### src/hdl/rx_hp_pkg.sv
/*
 * Shared widths and the worker state encoding for the receive header scheduler
 * Destination masks depend on WORKERS and stay plain vectors in each module
 */

`default_nettype none

package rx_hp_pkg;

    //////////////////////////////////////////////////////////////
    // Descriptor fields
    //////////////////////////////////////////////////////////////

    // Descriptor identifier, unique while in flight
    typedef logic [7:0] tag_t;

    // Processing length, a worker stays busy for len+1 cycles
    typedef logic [3:0] len_t;

    //////////////////////////////////////////////////////////////
    // Worker state machine
    //////////////////////////////////////////////////////////////

    // Idle workers can take an issue, held workers wait for the merger
    typedef enum logic [1:0] {
        W_IDLE = 2'd0,
        W_BUSY = 2'd1,
        W_HELD = 2'd2
    } worker_state_t;

endpackage

`default_nettype wire

### src/hdl/rx_hp_in_queue.sv
/*
 * Circular descriptor queue, QUEUE_DEPTH must be a power of two
 * A write while in_full is high is dropped
 */

`timescale 1ns/1ps
`default_nettype none

module rx_hp_in_queue import rx_hp_pkg::*; #(
    parameter int QUEUE_DEPTH = 8,
    parameter int WORKERS     = 4
) (
    input  logic               cclk,
    input  logic               i_sreset,
    input  logic               in_v,
    input  tag_t               in_tag,
    input  logic [WORKERS-1:0] in_dest,
    input  len_t               in_len,
    output logic               in_full,
    output logic               tc_v,
    output tag_t               tc_tag,
    output logic [WORKERS-1:0] tc_dest,
    output len_t               tc_len,
    input  logic               tc_pop
);

    localparam int PW = (QUEUE_DEPTH > 1) ? $clog2(QUEUE_DEPTH) : 1;
    localparam int CW = $clog2(QUEUE_DEPTH + 1);

    // Payload storage, only the pointers and count carry reset
    tag_t               q_tag  [QUEUE_DEPTH];
    logic [WORKERS-1:0] q_dest [QUEUE_DEPTH];
    len_t               q_len  [QUEUE_DEPTH];

    logic [PW-1:0] wr_ptr;
    logic [PW-1:0] rd_ptr;
    logic [CW-1:0] count;
    logic [CW-1:0] count_nxt;
    logic          do_wr;
    logic          do_pop;

    // Writes past full are dropped here
    assign do_wr  = in_v & ~in_full;
    assign do_pop = tc_pop & tc_v;

    always_comb begin
        count_nxt = count;
        if (do_wr && !do_pop) begin
            count_nxt = count + 1'b1;
        end else if (!do_wr && do_pop) begin
            count_nxt = count - 1'b1;
        end
    end

    always_ff @(posedge cclk) begin
        if (i_sreset) begin
            wr_ptr  <= '0;
            rd_ptr  <= '0;
            count   <= '0;
            in_full <= 1'b0;
        end else begin
            // Pointers wrap naturally since the depth is a power of two
            if (do_wr) wr_ptr <= wr_ptr + 1'b1;
            if (do_pop) rd_ptr <= rd_ptr + 1'b1;
            count   <= count_nxt;
            in_full <= (count_nxt == CW'(QUEUE_DEPTH));
        end
    end

    always_ff @(posedge cclk) begin
        if (do_wr) begin
            q_tag[wr_ptr]  <= in_tag;
            q_dest[wr_ptr] <= in_dest;
            q_len[wr_ptr]  <= in_len;
        end
    end

    // Head descriptor is presented as a level while anything is stored
    assign tc_v    = (count != '0);
    assign tc_tag  = q_tag[rd_ptr];
    assign tc_dest = q_dest[rd_ptr];
    assign tc_len  = q_len[rd_ptr];

endmodule

`default_nettype wire

### src/hdl/rx_hp_age_arb.sv
/*
 * Age-ordered issue window, the oldest entry with a free allowed worker goes first
 * An entry with a zero destination mask would never issue
 */

`timescale 1ns/1ps
`default_nettype none

module rx_hp_age_arb import rx_hp_pkg::*; #(
    parameter int ARB_DEPTH = 4,
    parameter int WORKERS   = 4
) (
    input  logic               cclk,
    input  logic               i_sreset,
    input  logic               tc_v,
    input  tag_t               tc_tag,
    input  logic [WORKERS-1:0] tc_dest,
    input  len_t               tc_len,
    output logic               tc_pop,
    input  logic [WORKERS-1:0] free_worker,
    input  logic               issue_ready,
    output logic [WORKERS-1:0] issue_worker,
    output tag_t               issue_tag,
    output len_t               issue_len
);

    localparam int RW = (ARB_DEPTH > 1) ? $clog2(ARB_DEPTH) : 1;
    localparam int CW = $clog2(ARB_DEPTH + 1);

    logic [ARB_DEPTH-1:0] e_valid;
    tag_t                 e_tag  [ARB_DEPTH];
    logic [WORKERS-1:0]   e_dest [ARB_DEPTH];
    len_t                 e_len  [ARB_DEPTH];
    // Rank counts the older valid entries, so rank 0 is the oldest
    logic [RW-1:0]        e_rank [ARB_DEPTH];

    logic [ARB_DEPTH-1:0] new_slot;
    logic [ARB_DEPTH-1:0] admit;
    logic [ARB_DEPTH-1:0] entry_ready;
    logic [ARB_DEPTH-1:0] best_entry;
    logic [ARB_DEPTH-1:0] sel_entry;
    logic                 best_found;
    logic [RW-1:0]        best_rank;
    logic [RW-1:0]        sel_rank;
    logic [CW-1:0]        stay_cnt;
    logic [WORKERS-1:0]   sel_dest;
    logic [WORKERS-1:0]   avail;

    //////////////////////////////////////////////////////////////
    // Admission
    //////////////////////////////////////////////////////////////

    // Lowest empty slot takes the next head descriptor
    always_comb begin
        new_slot = '0;
        for (int i = ARB_DEPTH - 1; i >= 0; i--) begin
            if (!e_valid[i]) new_slot = ARB_DEPTH'(1) << i;
        end
    end

    // Pop only against a slot that is empty now, not one freed by this cycle's issue
    assign tc_pop = tc_v & (|new_slot);
    assign admit  = new_slot & {ARB_DEPTH{tc_pop}};

    // Entries that survive this cycle set the rank of the new one
    always_comb begin
        stay_cnt = '0;
        for (int i = 0; i < ARB_DEPTH; i++) begin
            stay_cnt = stay_cnt + CW'(e_valid[i] & ~sel_entry[i]);
        end
    end

    //////////////////////////////////////////////////////////////
    // Selection
    //////////////////////////////////////////////////////////////

    // An entry can go once any worker in its mask is idle
    always_comb begin
        for (int i = 0; i < ARB_DEPTH; i++) begin
            entry_ready[i] = e_valid[i] & (|(e_dest[i] & free_worker));
        end
    end

    // Ranks are unique among valid entries, so the minimum is a single slot
    always_comb begin
        best_entry = '0;
        best_found = 1'b0;
        best_rank  = '0;
        for (int i = 0; i < ARB_DEPTH; i++) begin
            if (entry_ready[i] && (!best_found || e_rank[i] < best_rank)) begin
                best_entry    = '0;
                best_entry[i] = 1'b1;
                best_found    = 1'b1;
                best_rank     = e_rank[i];
            end
        end
    end

    // Nothing leaves the window while issue_ready is low
    assign sel_entry = best_entry & {ARB_DEPTH{issue_ready}};
    assign sel_rank  = best_rank;

    //////////////////////////////////////////////////////////////
    // Issue
    //////////////////////////////////////////////////////////////

    // One-hot select, so an OR of masked fields is the mux
    always_comb begin
        issue_tag = '0;
        issue_len = '0;
        sel_dest  = '0;
        for (int i = 0; i < ARB_DEPTH; i++) begin
            issue_tag = issue_tag | (e_tag[i] & {$bits(tag_t){sel_entry[i]}});
            issue_len = issue_len | (e_len[i] & {$bits(len_t){sel_entry[i]}});
            sel_dest  = sel_dest | (e_dest[i] & {WORKERS{sel_entry[i]}});
        end
    end

    // Lowest free worker in the mask, zero when nothing is selected
    assign avail        = sel_dest & free_worker;
    assign issue_worker = avail & (~avail + WORKERS'(1));

    //////////////////////////////////////////////////////////////
    // Window state
    //////////////////////////////////////////////////////////////

    always_ff @(posedge cclk) begin
        if (i_sreset) begin
            e_valid <= '0;
        end else begin
            e_valid <= (e_valid & ~sel_entry) | admit;
        end
    end

    always_ff @(posedge cclk) begin
        for (int i = 0; i < ARB_DEPTH; i++) begin
            if (admit[i]) begin
                e_tag[i]  <= tc_tag;
                e_dest[i] <= tc_dest;
                e_len[i]  <= tc_len;
                e_rank[i] <= RW'(stay_cnt);
            end else if ((|sel_entry) && e_rank[i] > sel_rank) begin
                // Younger entries move up one place when an older one issues
                e_rank[i] <= e_rank[i] - 1'b1;
            end
        end
    end

endmodule

`default_nettype wire

### src/hdl/rx_hp_worker.sv
/*
 * One header worker, busy for len+1 cycles after issue, then holds its tag
 * until the merger pops it
 */

`timescale 1ns/1ps
`default_nettype none

module rx_hp_worker import rx_hp_pkg::*; (
    input  logic cclk,
    input  logic i_sreset,
    input  logic issue,
    input  tag_t issue_tag,
    input  len_t issue_len,
    output logic free_worker,
    output logic res_v,
    output tag_t res_tag,
    input  logic res_pop
);

    worker_state_t state;
    len_t          cnt;

    always_ff @(posedge cclk) begin
        if (i_sreset) begin
            state <= W_IDLE;
            cnt   <= '0;
        end else begin
            case (state)
                W_IDLE: begin
                    if (issue) begin
                        state <= W_BUSY;
                        cnt   <= issue_len;
                    end
                end
                W_BUSY: begin
                    // Zero count marks the last busy cycle
                    if (cnt == '0) begin
                        state <= W_HELD;
                    end else begin
                        cnt <= cnt - 1'b1;
                    end
                end
                W_HELD: begin
                    if (res_pop) state <= W_IDLE;
                end
                default: state <= W_IDLE;
            endcase
        end
    end

    // Tag is payload and only loads on an accepted issue
    always_ff @(posedge cclk) begin
        if (issue && state == W_IDLE) res_tag <= issue_tag;
    end

    assign free_worker = (state == W_IDLE);
    assign res_v       = (state == W_HELD);

endmodule

`default_nettype wire

### src/hdl/rx_hp_done_merge.sv
/*
 * Fixed-priority completion merger, lowest-indexed held worker drains first
 * A busy low worker can starve higher ones only while it keeps completing
 */

`timescale 1ns/1ps
`default_nettype none

module rx_hp_done_merge import rx_hp_pkg::*; #(
    parameter int WORKERS = 4
) (
    input  logic                                       cclk,
    input  logic                                       i_sreset,
    input  logic [WORKERS-1:0]                         res_v,
    input  tag_t [WORKERS-1:0]                         res_tag,
    output logic [WORKERS-1:0]                         res_pop,
    output logic                                       out_v,
    output tag_t                                       out_tag,
    output logic [$clog2(WORKERS > 1 ? WORKERS : 2)-1:0] out_worker
);

    localparam int WW = $clog2(WORKERS > 1 ? WORKERS : 2);

    tag_t          pick_tag;
    logic [WW-1:0] pick_idx;

    // Lowest set bit of the held vector is the one popped
    assign res_pop = res_v & (~res_v + WORKERS'(1));

    always_comb begin
        pick_tag = '0;
        pick_idx = '0;
        for (int i = 0; i < WORKERS; i++) begin
            if (res_pop[i]) begin
                pick_tag = res_tag[i];
                pick_idx = WW'(i);
            end
        end
    end

    always_ff @(posedge cclk) begin
        if (i_sreset) begin
            out_v <= 1'b0;
        end else begin
            out_v <= |res_v;
        end
    end

    // Tag and index are payload, qualified by out_v
    always_ff @(posedge cclk) begin
        out_tag    <= pick_tag;
        out_worker <= pick_idx;
    end

endmodule

`default_nettype wire

### src/hdl/rx_hp_top.sv
/*
 * Receive header scheduler, issue_ready low holds all issues
 * in_dest must be nonzero and writes with in_full high are dropped
 */

`timescale 1ns/1ps
`default_nettype none

module rx_hp_top import rx_hp_pkg::*; #(
    parameter int WORKERS     = 4,
    parameter int QUEUE_DEPTH = 8,
    parameter int ARB_DEPTH   = 4
) (
    input  logic                                       cclk,
    input  logic                                       i_sreset,
    input  logic                                       in_v,
    input  tag_t                                       in_tag,
    input  logic [WORKERS-1:0]                         in_dest,
    input  len_t                                       in_len,
    input  logic                                       issue_ready,
    output logic                                       in_full,
    output logic                                       out_v,
    output tag_t                                       out_tag,
    output logic [$clog2(WORKERS > 1 ? WORKERS : 2)-1:0] out_worker
);

    logic               tc_v;
    tag_t               tc_tag;
    logic [WORKERS-1:0] tc_dest;
    len_t               tc_len;
    logic               tc_pop;
    logic [WORKERS-1:0] free_worker;
    logic [WORKERS-1:0] issue_worker;
    tag_t               issue_tag;
    len_t               issue_len;
    logic [WORKERS-1:0] res_v;
    tag_t [WORKERS-1:0] res_tag;
    logic [WORKERS-1:0] res_pop;

    rx_hp_in_queue #(
        .QUEUE_DEPTH (QUEUE_DEPTH),
        .WORKERS     (WORKERS)
    ) u_in_queue (
        .cclk     (cclk),
        .i_sreset (i_sreset),
        .in_v     (in_v),
        .in_tag   (in_tag),
        .in_dest  (in_dest),
        .in_len   (in_len),
        .in_full  (in_full),
        .tc_v     (tc_v),
        .tc_tag   (tc_tag),
        .tc_dest  (tc_dest),
        .tc_len   (tc_len),
        .tc_pop   (tc_pop)
    );

    rx_hp_age_arb #(
        .ARB_DEPTH (ARB_DEPTH),
        .WORKERS   (WORKERS)
    ) u_age_arb (
        .cclk         (cclk),
        .i_sreset     (i_sreset),
        .tc_v         (tc_v),
        .tc_tag       (tc_tag),
        .tc_dest      (tc_dest),
        .tc_len       (tc_len),
        .tc_pop       (tc_pop),
        .free_worker  (free_worker),
        .issue_ready  (issue_ready),
        .issue_worker (issue_worker),
        .issue_tag    (issue_tag),
        .issue_len    (issue_len)
    );

    // Identical workers share the issue fields, each one takes its own one-hot bit
    for (genvar g = 0; g < WORKERS; g++) begin : g_worker
        rx_hp_worker u_worker (
            .cclk        (cclk),
            .i_sreset    (i_sreset),
            .issue       (issue_worker[g]),
            .issue_tag   (issue_tag),
            .issue_len   (issue_len),
            .free_worker (free_worker[g]),
            .res_v       (res_v[g]),
            .res_tag     (res_tag[g]),
            .res_pop     (res_pop[g])
        );
    end

    rx_hp_done_merge #(
        .WORKERS (WORKERS)
    ) u_done_merge (
        .cclk       (cclk),
        .i_sreset   (i_sreset),
        .res_v      (res_v),
        .res_tag    (res_tag),
        .res_pop    (res_pop),
        .out_v      (out_v),
        .out_tag    (out_tag),
        .out_worker (out_worker)
    );

endmodule

`default_nettype wire

### config.mk
export PLATFORM = sky130hd
export DESIGN_NAME = rx_hp_top
export DESIGN_NICKNAME = d
export VERILOG_FILES = /design/src/hdl/rx_hp_pkg.sv /design/src/hdl/rx_hp_in_queue.sv /design/src/hdl/rx_hp_age_arb.sv /design/src/hdl/rx_hp_worker.sv /design/src/hdl/rx_hp_done_merge.sv /design/src/hdl/rx_hp_top.sv
export SDC_FILE = /design/constraint.sdc
export NUM_CORES = 1
export LEC_CHECK = 0
export BUFFER_PORTS_ARGS = -buffer_cell sky130_fd_sc_hd__clkbuf_2
export CAP_MARGIN = 30
export CORE_MARGIN = 5
export CORE_UTILIZATION = 30
export DETAILED_ROUTE_END_ITERATION = 8
export SYNTH_ARGS = -nofsm -noshare
export SYNTH_HDL_FRONTEND = slang
export SYNTH_HIERARCHICAL = 1
export SYNTH_SLANG_ARGS = --single-unit
### constraint.sdc
create_clock -name cclk -period 8.22 [get_ports cclk]
set_input_delay 0.411 -clock cclk [delete_from_list [all_inputs] [get_ports cclk]]
set_output_delay 0.411 -clock cclk [all_outputs]
set_load 0.01 [all_outputs]
* After elaboration in Yosys (flattened, before gate mapping)
Memory sizes are Yosys's and may differ from the RTL's. A register that Yosys moved wholly into a read port is not among the register bits. Index checks and enable logic that the tools add are counted.
Storage, ports and cells: register bits 82, bits in latches 0, memory bits (writable) 200, bits in read-only memories 0, input bits 20, output and inout port bits 12, memories kept 7
Operators by class: $add $sub $neg 17, $mul 0, divide/modulo/power cells 0, magnitude comparators 7, eq/ne operators 25, shifts and indexed selects 0, muxes and demuxes 110, bitwise operators 55, reduce and logical (&&, ||, !) cells 59
Memories:
- u_in_queue.q_tag | words 8, bits a word 8, read ports 1, clocked after Yosys merged registers in 1, write ports 1, line rx_hp_in_queue.sv:31 | tag_t q_tag [QUEUE_DEPTH];
- u_age_arb.e_tag | words 4, bits a word 8, read ports 4, clocked after Yosys merged registers in 0, write ports 1, line rx_hp_age_arb.sv:31 | tag_t e_tag [ARB_DEPTH];
- u_in_queue.q_dest | words 8, bits a word 4, read ports 1, clocked after Yosys merged registers in 1, write ports 1, line rx_hp_in_queue.sv:32 | logic [WORKERS-1:0] q_dest [QUEUE_DEPTH];
- u_in_queue.q_len | words 8, bits a word 4, read ports 1, clocked after Yosys merged registers in 1, write ports 1, line rx_hp_in_queue.sv:33 | len_t q_len [QUEUE_DEPTH];
- u_age_arb.e_dest | words 4, bits a word 4, read ports 4, clocked after Yosys merged registers in 0, write ports 1, line rx_hp_age_arb.sv:32 | logic [WORKERS-1:0] e_dest [ARB_DEPTH];
- u_age_arb.e_len | words 4, bits a word 4, read ports 4, clocked after Yosys merged registers in 0, write ports 1, line rx_hp_age_arb.sv:33 | len_t e_len [ARB_DEPTH];
- +1 memories
Operators by type and width (number):
- 2-to-1 mux 4 bit | 21
- bitwise AND 4 bit | 18
- 2-to-1 mux 2 bit | 30
- 2-to-1 mux 8 bit | 7
- OR reduction 4 bit | 13
- 2-to-1 mux 1 bit | 37
- bitwise AND 8 bit | 4
- one-hot mux 4 bit (2 select lines) | 4
- OR 4 bit | 7
- != test 2 bit, second input constant | 12
- OR 8 bit | 3
- one-hot mux 2 bit (3 select lines) | 4
- AND reduction 3 bit | 8
- OR reduction 8 bit | 3
- 2-to-1 mux 3 bit | 7
- subtractor 4 x 1 -> 4 bit, second input constant | 5
- zero test 4 bit | 4
- logical AND 1 bit | 13
- adder 4 x 1 -> 4 bit, second input constant | 3
- inverter 4 bit | 3
- bitwise AND 1 x 2 -> 2 bit | 4
- equality test 2 x 1 -> 1 bit, second input constant | 4
- equality test 2 bit, second input constant | 4
- > comparator 2 bit | 4
- 16 further kinds | 51

* Logic depth before layout (Yosys ltp)
depth in word-level cells 28, depth in mapped cells 31, gate-level depth less buffers 29

* By module
Netlist, hierarchy kept.
Modules (own cells, without submodules):
- rx_hp_in_queue | instances 1, cells each 268, area each 5607.9 um^2, seq. area each 4124.0 um^2
- rx_hp_age_arb | instances 1, cells each 284, area each 3651.0 um^2, seq. area each 2242.2 um^2
- rx_hp_worker (g_worker[0].u_worker ...) | instances 3, cells each 51, area each 590.6 um^2, seq. area each 360.3 um^2
- rx_hp_worker (g_worker[3].u_worker) | instances 1, cells each 51, area each 611.8 um^2, seq. area each 360.3 um^2
- rx_hp_done_merge | instances 1, cells each 56, area each 481.7 um^2, seq. area each 220.2 um^2

* Least setup slack after synthesis
No wires, ideal clock.
path type register to register, from register g_worker[2].u_worker.state[1], to memory u_age_arb/e_rank[2][0] (netlist name) (data pin), arrival time 5.513 ns, required time 7.960 ns, slack 2.448 ns, cell stages (with the launch flop) 28, clock period less this slack 5.772 ns, cells stage by stage dfxtp_1 nor2_1 a22o_1 o21a_4 nand2_1 ha_1 a21o_1 a21boi_0 nand2_1 o21ai_0 inv_1 ha_1 nor2_1 a311o_1 nand2_1 mux2i_1 ha_1 a2111o_1 a31oi_1 a32oi_1 o21a_1 buf_6 buf_2 mux2_2 ha_1 a211oi_1 nor2b_1 mux2_2
RTL lines:
- from (decl) | line rx_hp_worker.sv:21 | worker_state_t state;
- from (signal assigned) | line rx_hp_worker.sv:26 | state <= W_IDLE;
- from (signal assigned) | line rx_hp_worker.sv:32 | state <= W_BUSY;
- from (signal assigned) | line rx_hp_worker.sv:39 | state <= W_HELD;
- to (decl) | line rx_hp_age_arb.sv:35 | logic [RW-1:0] e_rank [ARB_DEPTH];

==> metrics.csv <==
stage,metric,value,unit
sta,timing.fmax,142.5,MHz
synthesis,synth_top_area_share,57.46,%
sta,setup_viol,0,
placed_design,dpl.cell_count,1355,
cells_and_area,fin_cells,1405,
routing,wl_per_cell,17.49,um
routing,drt_iter0_drc,444,
routing,vias,6872,
synthesis,synth_most_common_cell,edfxtp_1,
synthesis,ys_top_cells_by_count,"edfxtp_1, nand2_1, dfxtp_1, nor2_1, a21oi_1",
sta,rsz0062_at_grt,no,
clock_tree,clk_transition_reported_paths,0.06,ns
routing,drt_wl_total,24.58,mm
critical_path,critical_path_buf_inv_count,1,
grt,grt_start_max_net_pins,37,
power_and_ir_drop,peakVddDrop,0.0001864,V
grt,first_global_vias,6809,
cells_and_area,drive_gt1_share,16.70,%
critical_path,cp-end-kind,flop,
critical_path,slowest_stage,and2_1,
sta,slew_viol_final,0,
synthesis,synth_edf_count,232,
grt,grt_overflow,0,
run_status,status,completed,
clock_tree,clock_latency,0.55,ns
clock_tree,clockBufferDepth,3,
grt,grt_util_all_layers,10.78,%
sta,tightest_slew,1.004,ns
synthesis,syn_nets,853,
routing,drt_pass1_iterations,5,
cells_and_area,fill_cells,3861,
synthesis,netlist_instances,812,
min_path,hp-class,in -> reg,
routing,drc,0,
cells_and_area,nets,900,
power_and_ir_drop,leakage,4.699,nW
clock_tree,cts_tree,built,
sta,clock-skew-final,0.01240,ns
synthesis,synth_ff_type,edfxtp_1,
critical_path,critPathArrivalTime,7.30,ns
critical_path,cp_max_fo,16,
routing,viasPerCell,4.891,
die,row_count,73,
flow_run,cap_violations,0,
synthesis,synth-seq-cells,285,
clock_tree,numCtsBuffers,27,
clock_tree,htree_num_levels,1,
die,ios,32,
die,initial_utilization,30.44,%
critical_path,cp_top_family,compound AO/OA/AOI/OAI gates,
clock_tree,clockRootBuffer,clkbuf_16,
placed_design,place_congestion,0.8245,
sta,min_period,7.019,ns
placed_design,dp_hpwl,15.46,mm
cells_and_area,postLayoutCoreUtil,34.74,%
synthesis,netlist_area,0.01212,mm^2
power_and_ir_drop,cellPowerDensity,319.4,mW/mm^2
die,core_area,0.03982,mm^2
clock_tree,cts_resized,0,
cells_and_area,diodes,0,
critical_path,cpMostUsedCell,ha_1,
critical_path,critPathKind,reg -> reg,
sta,period_share,85.39,%
clock_tree,clock-sinks,285,
clock_tree,post_cts_buffers,0,
sta,hold_viol_final,0,
die,die_height,211.0,um
die,die-area,0.04453,mm^2
synthesis,yosys.area.top_type,edfxtp_1,
cells_and_area,area_growth,14.10,%
sta,relSlewSlack,32.98,%
critical_path,worstSetupStartpointType,flop,
grt,grt_first_pass_wirelength,38.43,mm
synthesis,synth.yosys.seq_area_share,66.21,%
synthesis,synthArstFlopShare,0,%
power_and_ir_drop,total_power,0.004418,W
clock_tree,postCtsHoldBufs,0,
synthesis,synthTopCellsByArea,"edfxtp_1, dfxtp_1, mux4_1",
critical_path,critPathMaxStageDelay,0.64,ns
placed_design,place.port_buffers,31,
sta,setup_tns,0,ns
synthesis,synth_warnings,6,
synthesis,yosysUniqueCellTypes,79,
die,die_w,211.0,um
grt,antenna_found_initial,0,
sta,whs,0.1250,ns
synthesis,avgSynthCellArea,14.93,um^2
critical_path,required,8.50,ns
routing,ant_nets,0,
cells by family after synthesis:
kind of cell             count (synthesis)  synth area share (%)
flip-flops                             285                 66.21
multiplexers                            60                 9.319
AND/OR/NAND/NOR                        227                 9.701
AO/OA/AOI/OAI                          145                 9.102
XOR/XNOR                                12                0.8669
buffers and inverters                   62                 2.570
adder cells (fa/ha/maj)                 21                 2.229
layout make-up:
cell class / count / area [um^2] / area share [%]
timing repair buffer: 50 / 337.8 / 2.442
tap: 525 / 656.9 / 4.749
sequential: 285 / 8030 / 58.05
multi-input combinational: 465 / 3824 / 27.64
clock buffer: 39 / 750.7 / 5.427
clock inverter: 11 / 116.4 / 0.8412
inverter: 30 / 117.6 / 0.8502
metrics by stage:
step,area [um^2],worst slack [ns]
2_1_floorplan,12120,2.448
3_3_place_gp,12900,1.476
3_5_place_dp,12970,1.240
4_1_cts,13830,1.225
5_1_grt,13830,0.6480
6_report,13830,1.201
worst reg2reg max path: stages, from the launching register on:
cell	delay, ns
dfxtp_1	0.36
nor2_1	0.42
a22o_1	0.32
o21a_4	0.20
nand2_1	0.09
ha_1	0.30
a21o_1	0.16
a21boi_0	0.34
nand2_1	0.09
o21ai_0	0.13
inv_1	0.08
ha_1	0.28
nor2_1	0.06
a311o_1	0.42
nand2_1	0.15
mux2i_1	0.24
ha_1	0.19
a2111o_1	0.12
a31oi_1	0.05
a32oi_1	0.27
o21a_1	0.52
and2_1	0.64
nor2b_1	0.18
fa_1	0.51
ha_1	0.20
xnor2_1	0.33
mux2i_1	0.12
placed cells by master, fill, tap and decap left out, types with 16 or more instances in the layout:
| cell | Yosys | routed |
|---|---|---|
| inv_1 | 28 | 28 |
| a21oi_1 | 35 | 35 |
| edfxtp_1 | 232 | 232 |
| ha_1 | 20 | 20 |
| nand2_1 | 66 | 66 |
| dfxtp_1 | 53 | 51 |
| mux2_2 | 19 | 19 |
| clkbuf_2 | 1 | 31 |
| mux4_1 | 28 | 28 |
| nor2b_1 | 21 | 20 |
| nor2_1 | 53 | 53 |
| buf_4 | 3 | 16 |
| clkbuf_16 | 0 | 27 |
final timing paths:
path,startpoint,to,slack (ns),cells past startpoint
setup / recovery,g_worker[1].u_worker/state[1],u_age_arb/e_rank[2][1],1.20,26
hold / removal,in_len[2],u_in_queue/q_len[5][2],0.13,1
setup reg to reg,g_worker[1].u_worker/state[1],u_age_arb/e_rank[2][1],1.20,26
hold reg to reg,g_worker[3].u_worker/res_tag[6],u_done_merge/out_tag[6],0.46,2
routing by layer:
metal  up-vias  wire [um]  GRT usage (%)
li1       3280          -              -
met1      3408      11510          15.25
met2       139      11320          17.10
met3        45       1185          2.228
met4         0        559          2.683
met5         -          0              0
state kept, by name, indices dropped and copies added, names as in the netlist, named ones only:
name,count
u_age_arb/e_dest,16
u_in_queue/in_full,1
u_in_queue/count,4
g_worker.u_worker/state,8
u_done_merge/out_tag,8
u_in_queue/rd_ptr,3
u_in_queue/q_tag,64
u_age_arb/e_rank,8
u_in_queue/wr_ptr,3
u_in_queue/q_len,32
u_age_arb/e_tag,32
u_in_queue/q_dest,32
u_done_merge/out_v,1
u_done_merge/out_worker,2
u_age_arb/e_valid,4
g_worker.u_worker/cnt,16
u_age_arb/e_len,16
g_worker.u_worker/res_tag,32
power by group:
group	leakage (nW)	switching, W	internal [W]
logic	1.72	0.000704	0.000475
clock network	0.427	0.000520	0.000699
registers	2.56	0.000153	0.00187
Note: power is estimated with default switching activity, not from simulation.
